==> src/decode_isa_pkg.sv <==
// RV32I instruction set definitions for the decode stage
// Widths, major opcodes, trap causes and the two views of an instruction word

package decode_isa_pkg;

    localparam int XLEN       = 32;             // Data and address width
    localparam int REG_ADDR_W = 5;              // Register address width

    // Major opcodes kept by this core
    typedef enum logic [6:0] {
        OPC_LUI    = 7'b0110111,
        OPC_AUIPC  = 7'b0010111,
        OPC_JAL    = 7'b1101111,
        OPC_JALR   = 7'b1100111,
        OPC_BRANCH = 7'b1100011,
        OPC_LOAD   = 7'b0000011,
        OPC_STORE  = 7'b0100011,
        OPC_OP_IMM = 7'b0010011,
        OPC_OP     = 7'b0110011
    } opcode_e;

    localparam logic [6:0] TRAP_IACCESS = 7'd1; // Fetch bus error
    localparam logic [6:0] TRAP_IOPCODE = 7'd2; // Illegal instruction

    // R, I, S and B formats share this layout
    typedef struct packed {
        logic [6:0] funct7;                     // imm_hi for S and B
        logic [4:0] rs2;
        logic [4:0] rs1;
        logic [2:0] funct3;
        logic [4:0] rd;                         // imm_lo for S and B
        logic [6:0] opcode;
    } instr_rib_t;

    // U and J formats
    typedef struct packed {
        logic [19:0] imm20;
        logic [4:0]  rd;
        logic [6:0]  opcode;
    } instr_uj_t;

    typedef union packed {
        instr_rib_t rib;
        instr_uj_t  uj;
    } instr_u;

    typedef struct packed {
        instr_u instr;
        logic   ferr;                           // Fetch bus error
    } fetch_word_t;

endpackage

==> src/decode_uop_pkg.sv <==
// Micro-op types passed from decode to the execute stage
// Operation encodings, load/store control and the packed micro-op

package decode_uop_pkg;

    typedef enum logic [3:0] {
        ALU_NONE,
        ALU_ADD,
        ALU_SUB,
        ALU_AND,
        ALU_OR,
        ALU_XOR,
        ALU_SLL,
        ALU_SRL,
        ALU_SRA,
        ALU_SLT,
        ALU_SLTU
    } alu_op_e;

    typedef enum logic [3:0] {
        CFU_NONE,
        CFU_BEQ,
        CFU_BNE,
        CFU_BLT,
        CFU_BGE,
        CFU_BLTU,
        CFU_BGEU,
        CFU_JAL,
        CFU_JALR
    } cfu_op_e;

    // Same order as funct3[1:0] of loads and stores
    typedef enum logic [1:0] {
        LSU_BYTE = 2'd0,
        LSU_HALF = 2'd1,
        LSU_WORD = 2'd2
    } lsu_size_e;

    typedef struct packed {
        logic      load;
        logic      store;
        lsu_size_e size;
        logic      sext;                        // Sign extend loaded value
    } lsu_ctl_t;

    typedef enum logic [1:0] {
        WB_NONE,
        WB_ALU,
        WB_LSU,
        WB_NPC
    } wb_sel_e;

    typedef struct packed {
        logic [decode_isa_pkg::XLEN-1:0] i;
        logic [decode_isa_pkg::XLEN-1:0] s;
        logic [decode_isa_pkg::XLEN-1:0] b;
        logic [decode_isa_pkg::XLEN-1:0] u;
        logic [decode_isa_pkg::XLEN-1:0] j;
    } imm_set_t;

    typedef struct packed {
        logic [decode_isa_pkg::XLEN-1:0]       pc;
        logic [decode_isa_pkg::XLEN-1:0]       npc;
        decode_isa_pkg::instr_u                instr;
        logic [decode_isa_pkg::REG_ADDR_W-1:0] rd;
        logic [decode_isa_pkg::REG_ADDR_W-1:0] rs1_addr;
        logic [decode_isa_pkg::REG_ADDR_W-1:0] rs2_addr;
        logic [decode_isa_pkg::XLEN-1:0]       imm;
        logic [decode_isa_pkg::XLEN-1:0]       alu_lhs;
        logic [decode_isa_pkg::XLEN-1:0]       alu_rhs;   // Shift amount in [4:0]
        alu_op_e                               alu_op;
        cfu_op_e                               cfu_op;
        lsu_ctl_t                              lsu;
        wb_sel_e                               wb_sel;
        logic                                  trap;
        logic [6:0]                            trap_cause;
    } decode_uop_t;

endpackage

==> src/decode_imm_gen.sv <==
// Immediate extraction for the five RV32I formats
// Every immediate is sign extended from instruction bit 31

`timescale 1ns/100ps

module decode_imm_gen (
    input  decode_isa_pkg::instr_u   instr_i,
    output decode_uop_pkg::imm_set_t imm_o
);

    import decode_isa_pkg::*;

    logic        sign;
    logic [6:0]  hi;
    logic [4:0]  lo;
    logic [19:0] imm20;

    assign sign  = instr_i.rib.funct7[6];          // Bit 31
    assign hi    = instr_i.rib.funct7;             // Bits 31:25
    assign lo    = instr_i.rib.rd;                 // Bits 11:7
    assign imm20 = instr_i.uj.imm20;               // Bits 31:12

    //----------------------------------------
    // I and S formats
    //----------------------------------------

    assign imm_o.i = {{(XLEN-12){sign}}, hi, instr_i.rib.rs2};
    assign imm_o.s = {{(XLEN-12){sign}}, hi, lo};

    //----------------------------------------
    // B format
    //----------------------------------------

    // imm[12|10:5] in hi, imm[4:1|11] in lo
    assign imm_o.b = {{(XLEN-12){sign}}, lo[0], hi[5:0], lo[4:1], 1'b0};

    //----------------------------------------
    // U and J formats
    //----------------------------------------

    assign imm_o.u = {imm20, 12'b0};

    // imm[20|10:1|11|19:12] in imm20
    assign imm_o.j = {{(XLEN-20){sign}}, imm20[7:0], imm20[8], imm20[18:9], 1'b0};

endmodule

==> src/decode_pc_track.sv <==
// Program counter of the word presented to decode
// Steps by 4 on each accepted word and loads the target on redirect

`timescale 1ns/100ps

module decode_pc_track #(
    parameter logic [decode_isa_pkg::XLEN-1:0] PC_RESET_ADDR = 32'h1000_0000
) (
    input  logic                            g_clk,
    input  logic                            g_resetn,
    input  logic                            accept_i,          // Word taken this cycle
    input  logic                            redirect_i,        // Control flow change
    input  logic [decode_isa_pkg::XLEN-1:0] redirect_target_i,
    output logic [decode_isa_pkg::XLEN-1:0] pc_o,
    output logic [decode_isa_pkg::XLEN-1:0] npc_o
);

    import decode_isa_pkg::*;

    logic [XLEN-1:0] pc_q;

    assign pc_o  = pc_q;
    assign npc_o = pc_q + XLEN'(4);                 // Only 32-bit words

    always_ff @(posedge g_clk) begin
        if (!g_resetn) begin
            pc_q <= PC_RESET_ADDR;
        end else if (redirect_i) begin
            pc_q <= redirect_target_i;              // Redirect wins
        end else if (accept_i) begin
            pc_q <= npc_o;
        end
    end

endmodule

==> src/decode_stage_buf.sv <==
// Two-entry in-order buffer between decode and execute
// Head entry drives the registered output, flush empties both entries

`timescale 1ns/100ps

module decode_stage_buf (
    input  logic                        g_clk,
    input  logic                        g_resetn,
    input  logic                        in_valid_i,
    output logic                        in_ready_o,
    input  decode_uop_pkg::decode_uop_t in_uop_i,
    input  logic                        flush_i,      // Drop all entries
    output logic                        out_valid_o,
    input  logic                        out_ready_i,
    output decode_uop_pkg::decode_uop_t out_uop_o     // Head entry
);

    import decode_uop_pkg::*;

    logic [1:0]  count_q;                          // Entries held, 0 to 2
    decode_uop_t tail_q;                           // Second entry
    logic        push;
    logic        pop;

    assign in_ready_o  = (count_q != 2'd2) && !flush_i;
    assign out_valid_o = (count_q != 2'd0);
    assign push        = in_valid_i && in_ready_o;
    assign pop         = out_valid_o && out_ready_i;

    always_ff @(posedge g_clk) begin
        if (!g_resetn) begin
            count_q <= 2'd0;
        end else if (flush_i) begin
            count_q <= 2'd0;
        end else begin
            case ({push, pop})
                2'b10:   count_q <= count_q + 2'd1;
                2'b01:   count_q <= count_q - 2'd1;
                default: count_q <= count_q;
            endcase
        end
    end

    //----------------------------------------
    // Payload
    //----------------------------------------
    always_ff @(posedge g_clk) begin
        if (push && (count_q == 2'd0 || pop)) begin
            out_uop_o <= in_uop_i;                 // Straight to head
        end else if (push) begin
            tail_q <= in_uop_i;
        end else if (pop && count_q == 2'd2) begin
            out_uop_o <= tail_q;                   // Tail moves up
        end
    end

endmodule

==> src/decode_top.sv <==
// Decode and operand gather stage of the RV32I core
// Fetch words in, register reads out, buffered micro-ops to execute

`timescale 1ns/100ps

module decode_top #(
    parameter logic [decode_isa_pkg::XLEN-1:0] PC_RESET_ADDR = 32'h1000_0000
) (
    input  logic                                  g_clk,
    input  logic                                  g_resetn,
    input  logic                                  fetch_valid_i,
    output logic                                  fetch_ready_o,
    input  decode_isa_pkg::fetch_word_t           fetch_i,
    output logic [decode_isa_pkg::REG_ADDR_W-1:0] rs1_addr_o,
    output logic [decode_isa_pkg::REG_ADDR_W-1:0] rs2_addr_o,
    input  logic [decode_isa_pkg::XLEN-1:0]       rs1_data_i,     // Forwarded
    input  logic [decode_isa_pkg::XLEN-1:0]       rs2_data_i,     // Forwarded
    input  logic                                  redirect_i,
    input  logic [decode_isa_pkg::XLEN-1:0]       redirect_target_i,
    output logic                                  uop_valid_o,
    input  logic                                  uop_ready_i,
    output decode_uop_pkg::decode_uop_t           uop_o
);

    import decode_isa_pkg::*;
    import decode_uop_pkg::*;

    logic            accept;                       // Fetch handshake
    logic [XLEN-1:0] pc;
    logic [XLEN-1:0] npc;
    imm_set_t        imm_set;
    decode_uop_t     uop_built;

    assign accept = fetch_valid_i && fetch_ready_o;

    decode_pc_track #(
        .PC_RESET_ADDR (PC_RESET_ADDR)
    ) u_pc_track (
        .g_clk             (g_clk),
        .g_resetn          (g_resetn),
        .accept_i          (accept),
        .redirect_i        (redirect_i),
        .redirect_target_i (redirect_target_i),
        .pc_o              (pc),
        .npc_o             (npc)
    );

    decode_imm_gen u_imm_gen (
        .instr_i (fetch_i.instr),
        .imm_o   (imm_set)
    );

    decode_uop_gen u_uop_gen (
        .fetch_i    (fetch_i),
        .pc_i       (pc),
        .npc_i      (npc),
        .rs1_data_i (rs1_data_i),
        .rs2_data_i (rs2_data_i),
        .imm_i      (imm_set),
        .rs1_addr_o (rs1_addr_o),
        .rs2_addr_o (rs2_addr_o),
        .uop_o      (uop_built)
    );

    decode_stage_buf u_stage_buf (
        .g_clk       (g_clk),
        .g_resetn    (g_resetn),
        .in_valid_i  (fetch_valid_i),
        .in_ready_o  (fetch_ready_o),
        .in_uop_i    (uop_built),
        .flush_i     (redirect_i),                 // Redirect drops queued uops
        .out_valid_o (uop_valid_o),
        .out_ready_i (uop_ready_i),
        .out_uop_o   (uop_o)
    );

endmodule

==> src/decode_uop_gen.sv <==
// Instruction classification and operand selection
// Builds one micro-op from the fetched word, the PC and the gathered operands

`timescale 1ns/100ps

module decode_uop_gen (
    input  decode_isa_pkg::fetch_word_t               fetch_i,
    input  logic [decode_isa_pkg::XLEN-1:0]           pc_i,
    input  logic [decode_isa_pkg::XLEN-1:0]           npc_i,
    input  logic [decode_isa_pkg::XLEN-1:0]           rs1_data_i,
    input  logic [decode_isa_pkg::XLEN-1:0]           rs2_data_i,
    input  decode_uop_pkg::imm_set_t                  imm_i,
    output logic [decode_isa_pkg::REG_ADDR_W-1:0]     rs1_addr_o,
    output logic [decode_isa_pkg::REG_ADDR_W-1:0]     rs2_addr_o,
    output decode_uop_pkg::decode_uop_t               uop_o
);

    import decode_isa_pkg::*;
    import decode_uop_pkg::*;

    instr_u     instr;
    logic [2:0] funct3;
    logic [6:0] funct7;
    logic       illegal;                           // Unknown opcode or funct
    logic       use_imm;                           // ALU rhs from immediate

    assign instr      = fetch_i.instr;
    assign funct3     = instr.rib.funct3;
    assign funct7     = instr.rib.funct7;
    assign rs1_addr_o = instr.rib.rs1;             // Raw fields, even for I-type
    assign rs2_addr_o = instr.rib.rs2;

    always_comb begin
        uop_o          = '0;
        illegal        = 1'b0;
        use_imm        = 1'b0;
        uop_o.pc       = pc_i;
        uop_o.npc      = npc_i;
        uop_o.instr    = instr;
        uop_o.rd       = instr.rib.rd;
        uop_o.rs1_addr = rs1_addr_o;
        uop_o.rs2_addr = rs2_addr_o;

        //----------------------------------------
        // Major opcode decode
        //----------------------------------------
        case (instr.rib.opcode)
            OPC_LUI, OPC_AUIPC: begin
                uop_o.imm    = imm_i.u;
                use_imm      = 1'b1;
                uop_o.alu_op = ALU_ADD;            // lhs is zero or pc
                uop_o.wb_sel = WB_ALU;
            end
            OPC_JAL: begin
                uop_o.imm    = imm_i.j;
                uop_o.cfu_op = CFU_JAL;
                uop_o.wb_sel = WB_NPC;
            end
            OPC_JALR: begin
                illegal      = (funct3 != 3'b000);
                uop_o.imm    = imm_i.i;
                uop_o.cfu_op = CFU_JALR;
                uop_o.wb_sel = WB_NPC;
            end
            OPC_BRANCH: begin
                uop_o.imm    = imm_i.b;
                uop_o.alu_op = ALU_SUB;            // Compare by subtraction
                uop_o.rd     = '0;
                case (funct3)
                    3'b000:  uop_o.cfu_op = CFU_BEQ;
                    3'b001:  uop_o.cfu_op = CFU_BNE;
                    3'b100:  uop_o.cfu_op = CFU_BLT;
                    3'b101:  uop_o.cfu_op = CFU_BGE;
                    3'b110:  uop_o.cfu_op = CFU_BLTU;
                    3'b111:  uop_o.cfu_op = CFU_BGEU;
                    default: illegal      = 1'b1;
                endcase
            end
            OPC_LOAD: begin
                illegal        = (funct3 == 3'b011) || (funct3[2:1] == 2'b11);
                uop_o.imm      = imm_i.i;
                use_imm        = 1'b1;
                uop_o.alu_op   = ALU_ADD;          // Address generation
                uop_o.lsu.load = 1'b1;
                uop_o.lsu.size = lsu_size_e'(funct3[1:0]);
                uop_o.lsu.sext = !funct3[2];       // lbu and lhu zero extend
                uop_o.wb_sel   = WB_LSU;
            end
            OPC_STORE: begin
                illegal         = funct3[2] || (funct3[1:0] == 2'b11);
                uop_o.imm       = imm_i.s;
                use_imm         = 1'b1;
                uop_o.alu_op    = ALU_ADD;
                uop_o.rd        = '0;
                uop_o.lsu.store = 1'b1;
                uop_o.lsu.size  = lsu_size_e'(funct3[1:0]);
            end
            OPC_OP_IMM: begin
                uop_o.imm    = imm_i.i;
                use_imm      = 1'b1;
                uop_o.wb_sel = WB_ALU;
                case (funct3)
                    3'b000: uop_o.alu_op = ALU_ADD;
                    3'b010: uop_o.alu_op = ALU_SLT;
                    3'b011: uop_o.alu_op = ALU_SLTU;
                    3'b100: uop_o.alu_op = ALU_XOR;
                    3'b110: uop_o.alu_op = ALU_OR;
                    3'b111: uop_o.alu_op = ALU_AND;
                    3'b001: begin
                        uop_o.alu_op = ALU_SLL;
                        illegal      = (funct7 != 7'b0000000);
                    end
                    default: begin                 // srli and srai
                        uop_o.alu_op = funct7[5] ? ALU_SRA : ALU_SRL;
                        illegal      = ({funct7[6], funct7[4:0]} != 6'b0);
                    end
                endcase
            end
            OPC_OP: begin
                uop_o.wb_sel = WB_ALU;
                case ({funct7, funct3})
                    10'b0000000_000: uop_o.alu_op = ALU_ADD;
                    10'b0100000_000: uop_o.alu_op = ALU_SUB;
                    10'b0000000_001: uop_o.alu_op = ALU_SLL;
                    10'b0000000_010: uop_o.alu_op = ALU_SLT;
                    10'b0000000_011: uop_o.alu_op = ALU_SLTU;
                    10'b0000000_100: uop_o.alu_op = ALU_XOR;
                    10'b0000000_101: uop_o.alu_op = ALU_SRL;
                    10'b0100000_101: uop_o.alu_op = ALU_SRA;
                    10'b0000000_110: uop_o.alu_op = ALU_OR;
                    10'b0000000_111: uop_o.alu_op = ALU_AND;
                    default:         illegal      = 1'b1;
                endcase
            end
            default: illegal = 1'b1;
        endcase

        //----------------------------------------
        // Operands
        //----------------------------------------
        if (instr.rib.opcode == OPC_AUIPC) begin
            uop_o.alu_lhs = pc_i;
        end else if (instr.rib.opcode == OPC_LUI) begin
            uop_o.alu_lhs = '0;
        end else begin
            uop_o.alu_lhs = rs1_data_i;
        end
        uop_o.alu_rhs = use_imm ? uop_o.imm : rs2_data_i;

        //----------------------------------------
        // Traps
        //----------------------------------------
        if (fetch_i.ferr) begin
            uop_o.trap       = 1'b1;
            uop_o.trap_cause = TRAP_IACCESS;       // Fetch error beats decode
        end else if (illegal) begin
            uop_o.trap       = 1'b1;
            uop_o.trap_cause = TRAP_IOPCODE;
        end
        if (uop_o.trap) begin
            uop_o.lsu.load  = 1'b0;                // No side effects
            uop_o.lsu.store = 1'b0;
            uop_o.wb_sel    = WB_NONE;
        end
    end

endmodule

==> config.mk <==
export PLATFORM = sky130hd
export DESIGN_NAME = decode_top
export DESIGN_NICKNAME = d
export VERILOG_FILES = /design/src/decode_isa_pkg.sv /design/src/decode_uop_pkg.sv /design/src/decode_imm_gen.sv /design/src/decode_pc_track.sv /design/src/decode_stage_buf.sv /design/src/decode_top.sv /design/src/decode_uop_gen.sv
export SDC_FILE = /design/constraint.sdc
export NUM_CORES = 1
export LEC_CHECK = 0
export BUFFER_PORTS_ARGS = -buffer_cell sky130_fd_sc_hd__buf_2
export CELL_PAD_IN_SITES_DETAIL_PLACEMENT = 1
export CELL_PAD_IN_SITES_GLOBAL_PLACEMENT = 1
export CORE_ASPECT_RATIO = 1.1
export CORE_MARGIN = 2
export CORE_UTILIZATION = 48
export DETAILED_ROUTE_END_ITERATION = 16
export PLACE_DENSITY = 0.89
export SLEW_MARGIN = 20
export SYNTH_ARGS = -nofsm -noshare
export SYNTH_HDL_FRONTEND = slang
export SYNTH_SLANG_ARGS = --single-unit
==> constraint.sdc <==
create_clock -name g_clk -period 42.6 [get_ports g_clk]
set_input_delay 10.65 -clock g_clk [delete_from_list [all_inputs] [get_ports g_clk]]
set_output_delay 10.65 -clock g_clk [all_outputs]
set_load 0.02 [all_outputs]
== After elaboration in Yosys (flattened, before gate mapping) ==
Cells that the tools add are included.

* $add $sub $neg: 3
* Eq/ne operators: 32
* Mux-type cells: 31
* Bitwise operators: 2
* Reductions and logical operators: 35

{| class="wikitable"
|+ Operators with widths
! cell !! count
|-
| $mux 230 || 3
|-
| $mux 32 || 5
|-
| $pmux 32 s5 || 1
|-
| $eq 10x3->1 const B || 4
|-
| $pmux 4 s10 || 1
|-
| $add 32x3->32 const B || 1
|-
| $pmux 4 s7 || 1
|-
| $eq 7x6->1 const B || 3
|-
| $eq 7x7->1 const B || 3
|-
| $eq 10x2->1 const B || 2
|-
| $eq 10x9->1 const B || 2
|-
| $pmux 3 s6 || 1
|-
| $mux 8 || 2
|-
| $pmux 4 s4 || 1
|-
| $eq 7x5->1 const B || 2
|-
| $eq 3x3->1 const B || 4
|-
| $pmux 4 s3 || 1
|-
| $reduce_or 6->1 || 2
|-
| $eq 10x1->1 const B || 1
|-
| $logic_not 10->1 || 1
|-
| $reduce_or 10->1 || 1
|-
| $reduce_or 2->1 || 5
|-
| $eq 2x2->1 const B || 4
|-
| $reduce_bool 2->1 || 4
|-
| other kinds (28) || 48
|}

* Flip-flop bits (word level): 494
* Input port bits: 134
* Output and inout port bits: 242

== Longest topological paths before layout ==
* Depth after elaboration: 8
* Gate-level depth with buffers: 9

== Modules after synthesis ==
A second synthesis with hierarchy kept.

* Cell total of the unflattened synthesis: 1741
* Area, all modules: 24011.8 um2

{| class="wikitable"
|+ Modules (own cells, without submodules)
! module !! times used !! cells an instance !! area an instance (um2)
|-
| decode_stage_buf || 1 || 738 || 16847.4
|-
| decode_uop_gen || 1 || 562 || 3711.1
|-
| decode_pc_track || 1 || 279 || 2242.2
|-
| decode_imm_gen || 1 || 161 || 1204.9
|-
| decode_top || 1 || 1 || 6.3
|}

== Worst setup path after synthesis ==
OpenSTA, ideal clock, no wires.

* Path type: input-to-reg
* Start: input fetch_valid_i
* End: register u_stage_buf.tail_q[0] (netlist bit) (enable)
* Setup time: 1.050 ns
* Arrival: 25.715 ns
* Data required time: 41.550 ns
* Path slack: 15.834 ns
* Stages on the path: 5
* Path buffers: 2
* Cells stage by stage: and2_1 -> clkbuf_1 -> buf_2 -> nand2_1 -> nor3_1

* Word-level cells in the longest chain between the ends: 4

{| class="wikitable"
|+ RTL lines
! item !! line !! source
|-
| from (decl) || decode_top.sv:11 || <nowiki>input logic fetch_valid_i,</nowiki>
|-
| $logic_and 1x1->1 * || decode_stage_buf.sv:27 || <nowiki>assign push = in_valid_i && in_ready_o;</nowiki>
|-
| $logic_and 1x1->1 || decode_stage_buf.sv:48 || <nowiki>if (push && (count_q == 2'd0 || pop)) begin</nowiki>
|-
| $not 1->1 (no line) || - ||
|-
| $reduce_and 2->1 (no line) * || - ||
|-
| to (signal assigned) || decode_stage_buf.sv:51 || <nowiki>tail_q <= in_uop_i;</nowiki>
|-
| to (decl) || decode_stage_buf.sv:21 || <nowiki>decode_uop_t tail_q;</nowiki>
|}

Every way passes the cells marked *; elsewhere a longest branch is shown, timed or not.
A chain may end at the register's enable or synchronous reset.

== Final worst setup path ==
* Start: input redirect_i
* End: output fetch_ready_o

* Word-level cells in the longest chain between the ends: 2

{| class="wikitable"
|+ RTL lines
! item !! line !! source
|-
| from (decl) || decode_top.sv:18 || <nowiki>input logic redirect_i,</nowiki>
|-
| $logic_not 1->1 || decode_stage_buf.sv:25 || <nowiki>assign in_ready_o = (count_q != 2'd2) && !flush_i;</nowiki>
|-
| $logic_and 1x1->1 || decode_stage_buf.sv:25 ||
|-
| to (decl) || decode_top.sv:12 || <nowiki>output logic fetch_ready_o,</nowiki>
|}

No other way between the ends.

==> flow_summary_export.csv <==
group,metric,value,unit
logic_synthesis,avgSynthCellArea,12.0,sq um
drt,top_layer_used,"met5",
floorplan,die_w,198,um
setup_path,cp_slowest_cell,"buf_2",
cts,clk_transition_reported_paths,0.07,ns
grt,grt_overflow_total,0,
logic_synthesis,ys_seq_area_frac,0.676,
logic_synthesis,netlist_instances,1657,
floorplan,initial_utilization,0.485,
logic_synthesis,synth_edf_count,426,
setup_path,path_cells,"buf_2 > clkinv_1 > and2_1 > buf_2",
setup_path,startpoint_type,"primary input",
logic_synthesis,synth_seq_cells,460,
finish,stdcell_count,2559,
drt,drt-initial-drc-count,909,
place,gp_congestion,0.818,
timing,min_period_over_period,0.521,
drt,route.met3.wl,4.66,mm
grt,grt_pass1_vias,15500,
timing,worst_pin_slew,1.26,ns
power,swShare,0.245,
timing,slew_violations,0,
finish,post-route-util,0.574,
logic_synthesis,synth.cell_area,19900,sq um
power,p_switching,0.000257,W
finish,syn2layout_area_growth,18.4,%
finish,layout_commonest_cell,"edfxtp_1",
place,dp_hpwl,39.3,mm
drt,post_drt_wl_per_cell,23.5,um
min_path,worstHoldPathType,"flip-flop to flip-flop",
logic_synthesis,yosysWarnings,0,
grt,antenna_found_initial,6,
timing,holdWs,0.486,ns
power,p_int,0.000791,W
timing,slew_headroom,0.155,
cts,postCtsHoldBufs,0,
floorplan,fp.dieH,218,um
cts,cts_setup_buffers,0,
place,dp.cells,2473,
grt,grt_pass1_wl,90.8,mm
drt,via_count,14300,
timing,tns,0,ns
floorplan,dieArea,43200,sq um
power,power_frac_comb,0.095,
logic_synthesis,synth_ff_type,"edfxtp_1",
cts,clock_latency,0.58,ns
logic_synthesis,synthDistinctLibCells,61,
power,p_clk_frac,0.404,
grt,grt_start_max_net_pins,174,
setup_path,critPathArrivalTime,11.53,ns
place,port_buffers,370,
drt,drc_errors,0,
timing,skew,0.0123,ns
power,total_power,0.00105,W
logic_synthesis,synth.top_cell.area_share,0.642,
outcome,outcome,"completed",
cts,cts_root_buffer,"clkbuf_16",
floorplan,rows,78,
finish,drive_gt1_frac,0.273,
cts,htree_levels,2,
setup_path,cp_max_fo,23,
setup_path,path_common_cell,"buf_2",
power,p_per_area,44.4,nW/um^2
cts,clockBufferDepth,3,
timing,fmax,45.1,MHz
drt,wl_met1,22.4,mm
drt,ant_nets,0,
drt,routed_wl,60.0,mm
setup_path,worstPathRequired,31.95,ns
cts,cts_resized,0,
drt,avgViaCountPerCell,5.60,
setup_path,critPathCaptureType,"output pin",
grt,grt_use_total,0.277,
timing,period_minus_slack,22.18,ns
power,p_seq_frac,0.501,
setup_path,cpPeakStageDelay,0.39,ns
timing,hold_viol_final,0,
power,cellLeakagePower,9.53,nW
setup_path,crit_type,"primary input to output pin",
cts,cts_tree,"built",
floorplan,ios,376,
finish,fin_nets,2099,
flow_run,drv_cap,0,
finish,final_cell_mix,"edfxtp_1, nand2_1, buf_2",
timing,rsz0062_at_grt,"false",
cts,clock-sinks,460,
power,ir_drop,32.3,uV
logic_synthesis,async_flop_share,0,
logic_synthesis,synth_area_leader_cell,"edfxtp_1",
cts,numCtsBuffers,48,
logic_synthesis,synth_area_leaders,"edfxtp_1, nand2_1, mux2_2",
drt,firstDrtPassIters,5,
floorplan,core_area,41100,sq um
timing,setup_viol,0,
drt,dr_wl_met2,30.3,mm
## stage by stage
step | setup slack (ns) | cell area, sq um
finish | 20.42 | 23600
global route | 20.32 | 23600
CTS | 20.39 | 23600
detailed placement | 20.42 | 22000
global placement | 20.45 | 22000
floorplan | 15.83 | 19900
## kinds of logic (layout without fill, tap and decap cells)
family | Yosys count | in the layout | share of synthesized area
adder cells (fa/ha/maj) | 2 | 2 | 0.00126
AND/OR/NAND/NOR | 672 | 672 | 0.151
XOR/XNOR | 58 | 58 | 0.0255
flip-flops | 460 | 460 | 0.676
AO/OA/AOI/OAI | 219 | 219 | 0.0634
buffers and inverters | 170 | 506 | 0.0401
other | 1 | 7 | 0.000188
multiplexers | 75 | 75 | 0.0421
## layer usage
layer	track usage	up-vias
li1	-	6440
met1	0.320	7198
met2	0.481	547
met3	0.0704	138
met4	0.134	8
met5	0	-
## path summary, 6_finish.rpt
check | to | cells after the start | slack, ns | from
worst max-delay path | fetch_ready_o | 4 | 20.42 | redirect_i
worst min-delay path | u_stage_buf.tail_q[227] | 0 | 0.49 | u_pc_track.pc_o[29]
worst max register to register | u_stage_buf.tail_q[158] | 7 | 38.79 | u_stage_buf.count_q[0]
worst min register to register | u_stage_buf.tail_q[227] | 0 | 0.49 | u_pc_track.pc_o[29]
## synthesized netlist by cell type, types with 4 or more instances
cell / number
nand4_1: 18
o21ai_0: 73
o31ai_1: 6
a21oi_1: 68
xnor2_1: 33
buf_1: 4
nor2_1: 78
edfxtp_1: 426
and3b_1: 4
xor2_1: 25
mux2i_1: 4
and3_1: 19
o211a_1: 7
buf_2: 30
dfxtp_1: 34
mux2_2: 71
o21ai_1: 17
nor4_2: 5
or3_1: 4
or4_1: 4
and2_1: 9
inv_1: 31
a22oi_1: 5
nor2b_1: 39
nor4_1: 6
clkbuf_1: 74
nand3b_1: 4
nand3_1: 28
buf_4: 27
a31oi_1: 24
nand2_1: 411
nand2b_1: 11
nor3_1: 18
## registers in the layout, indices dropped and copies added (netlist names)
signal	cells
u_stage_buf.tail_q	213
u_stage_buf.count_q	2
u_stage_buf.out_uop_o	213
u_pc_track.pc_o	32
## final cells by class
| cell class | instances | area [sq um] |
|---|---|---|
| inverters | 32 | 120 |
| well taps | 560 | 701 |
| clock inverters | 28 | 278 |
| fillers | 4241 | 17500 |
| repair buffers | 390 | 2020 |
| clock buffers | 56 | 1260 |
| multi-input cells | 1031 | 5730 |
| diodes | 2 | 5.00 |
| flip-flops and latches | 460 | 13500 |
## critical path, delay by kind of cell
family	cells	cell delay (ns)
AND/OR/NAND/NOR	1	0.17
buffers and inverters	3	0.71
## power by group through the flow
stage	Sequential (W)	Combinational, W	Clock (W)
2_1_floorplan	0.000555	0.0000459	0
3_3_place_gp	0.000533	0.0000947	0
3_5_place_dp	0.000534	0.0000995	0
4_1_cts	0.000525	0.000101	0.000430
5_1_grt	0.000527	0.000108	0.000443
6_report	0.000525	0.000100	0.000423
(Power assumes the default switching activity.)
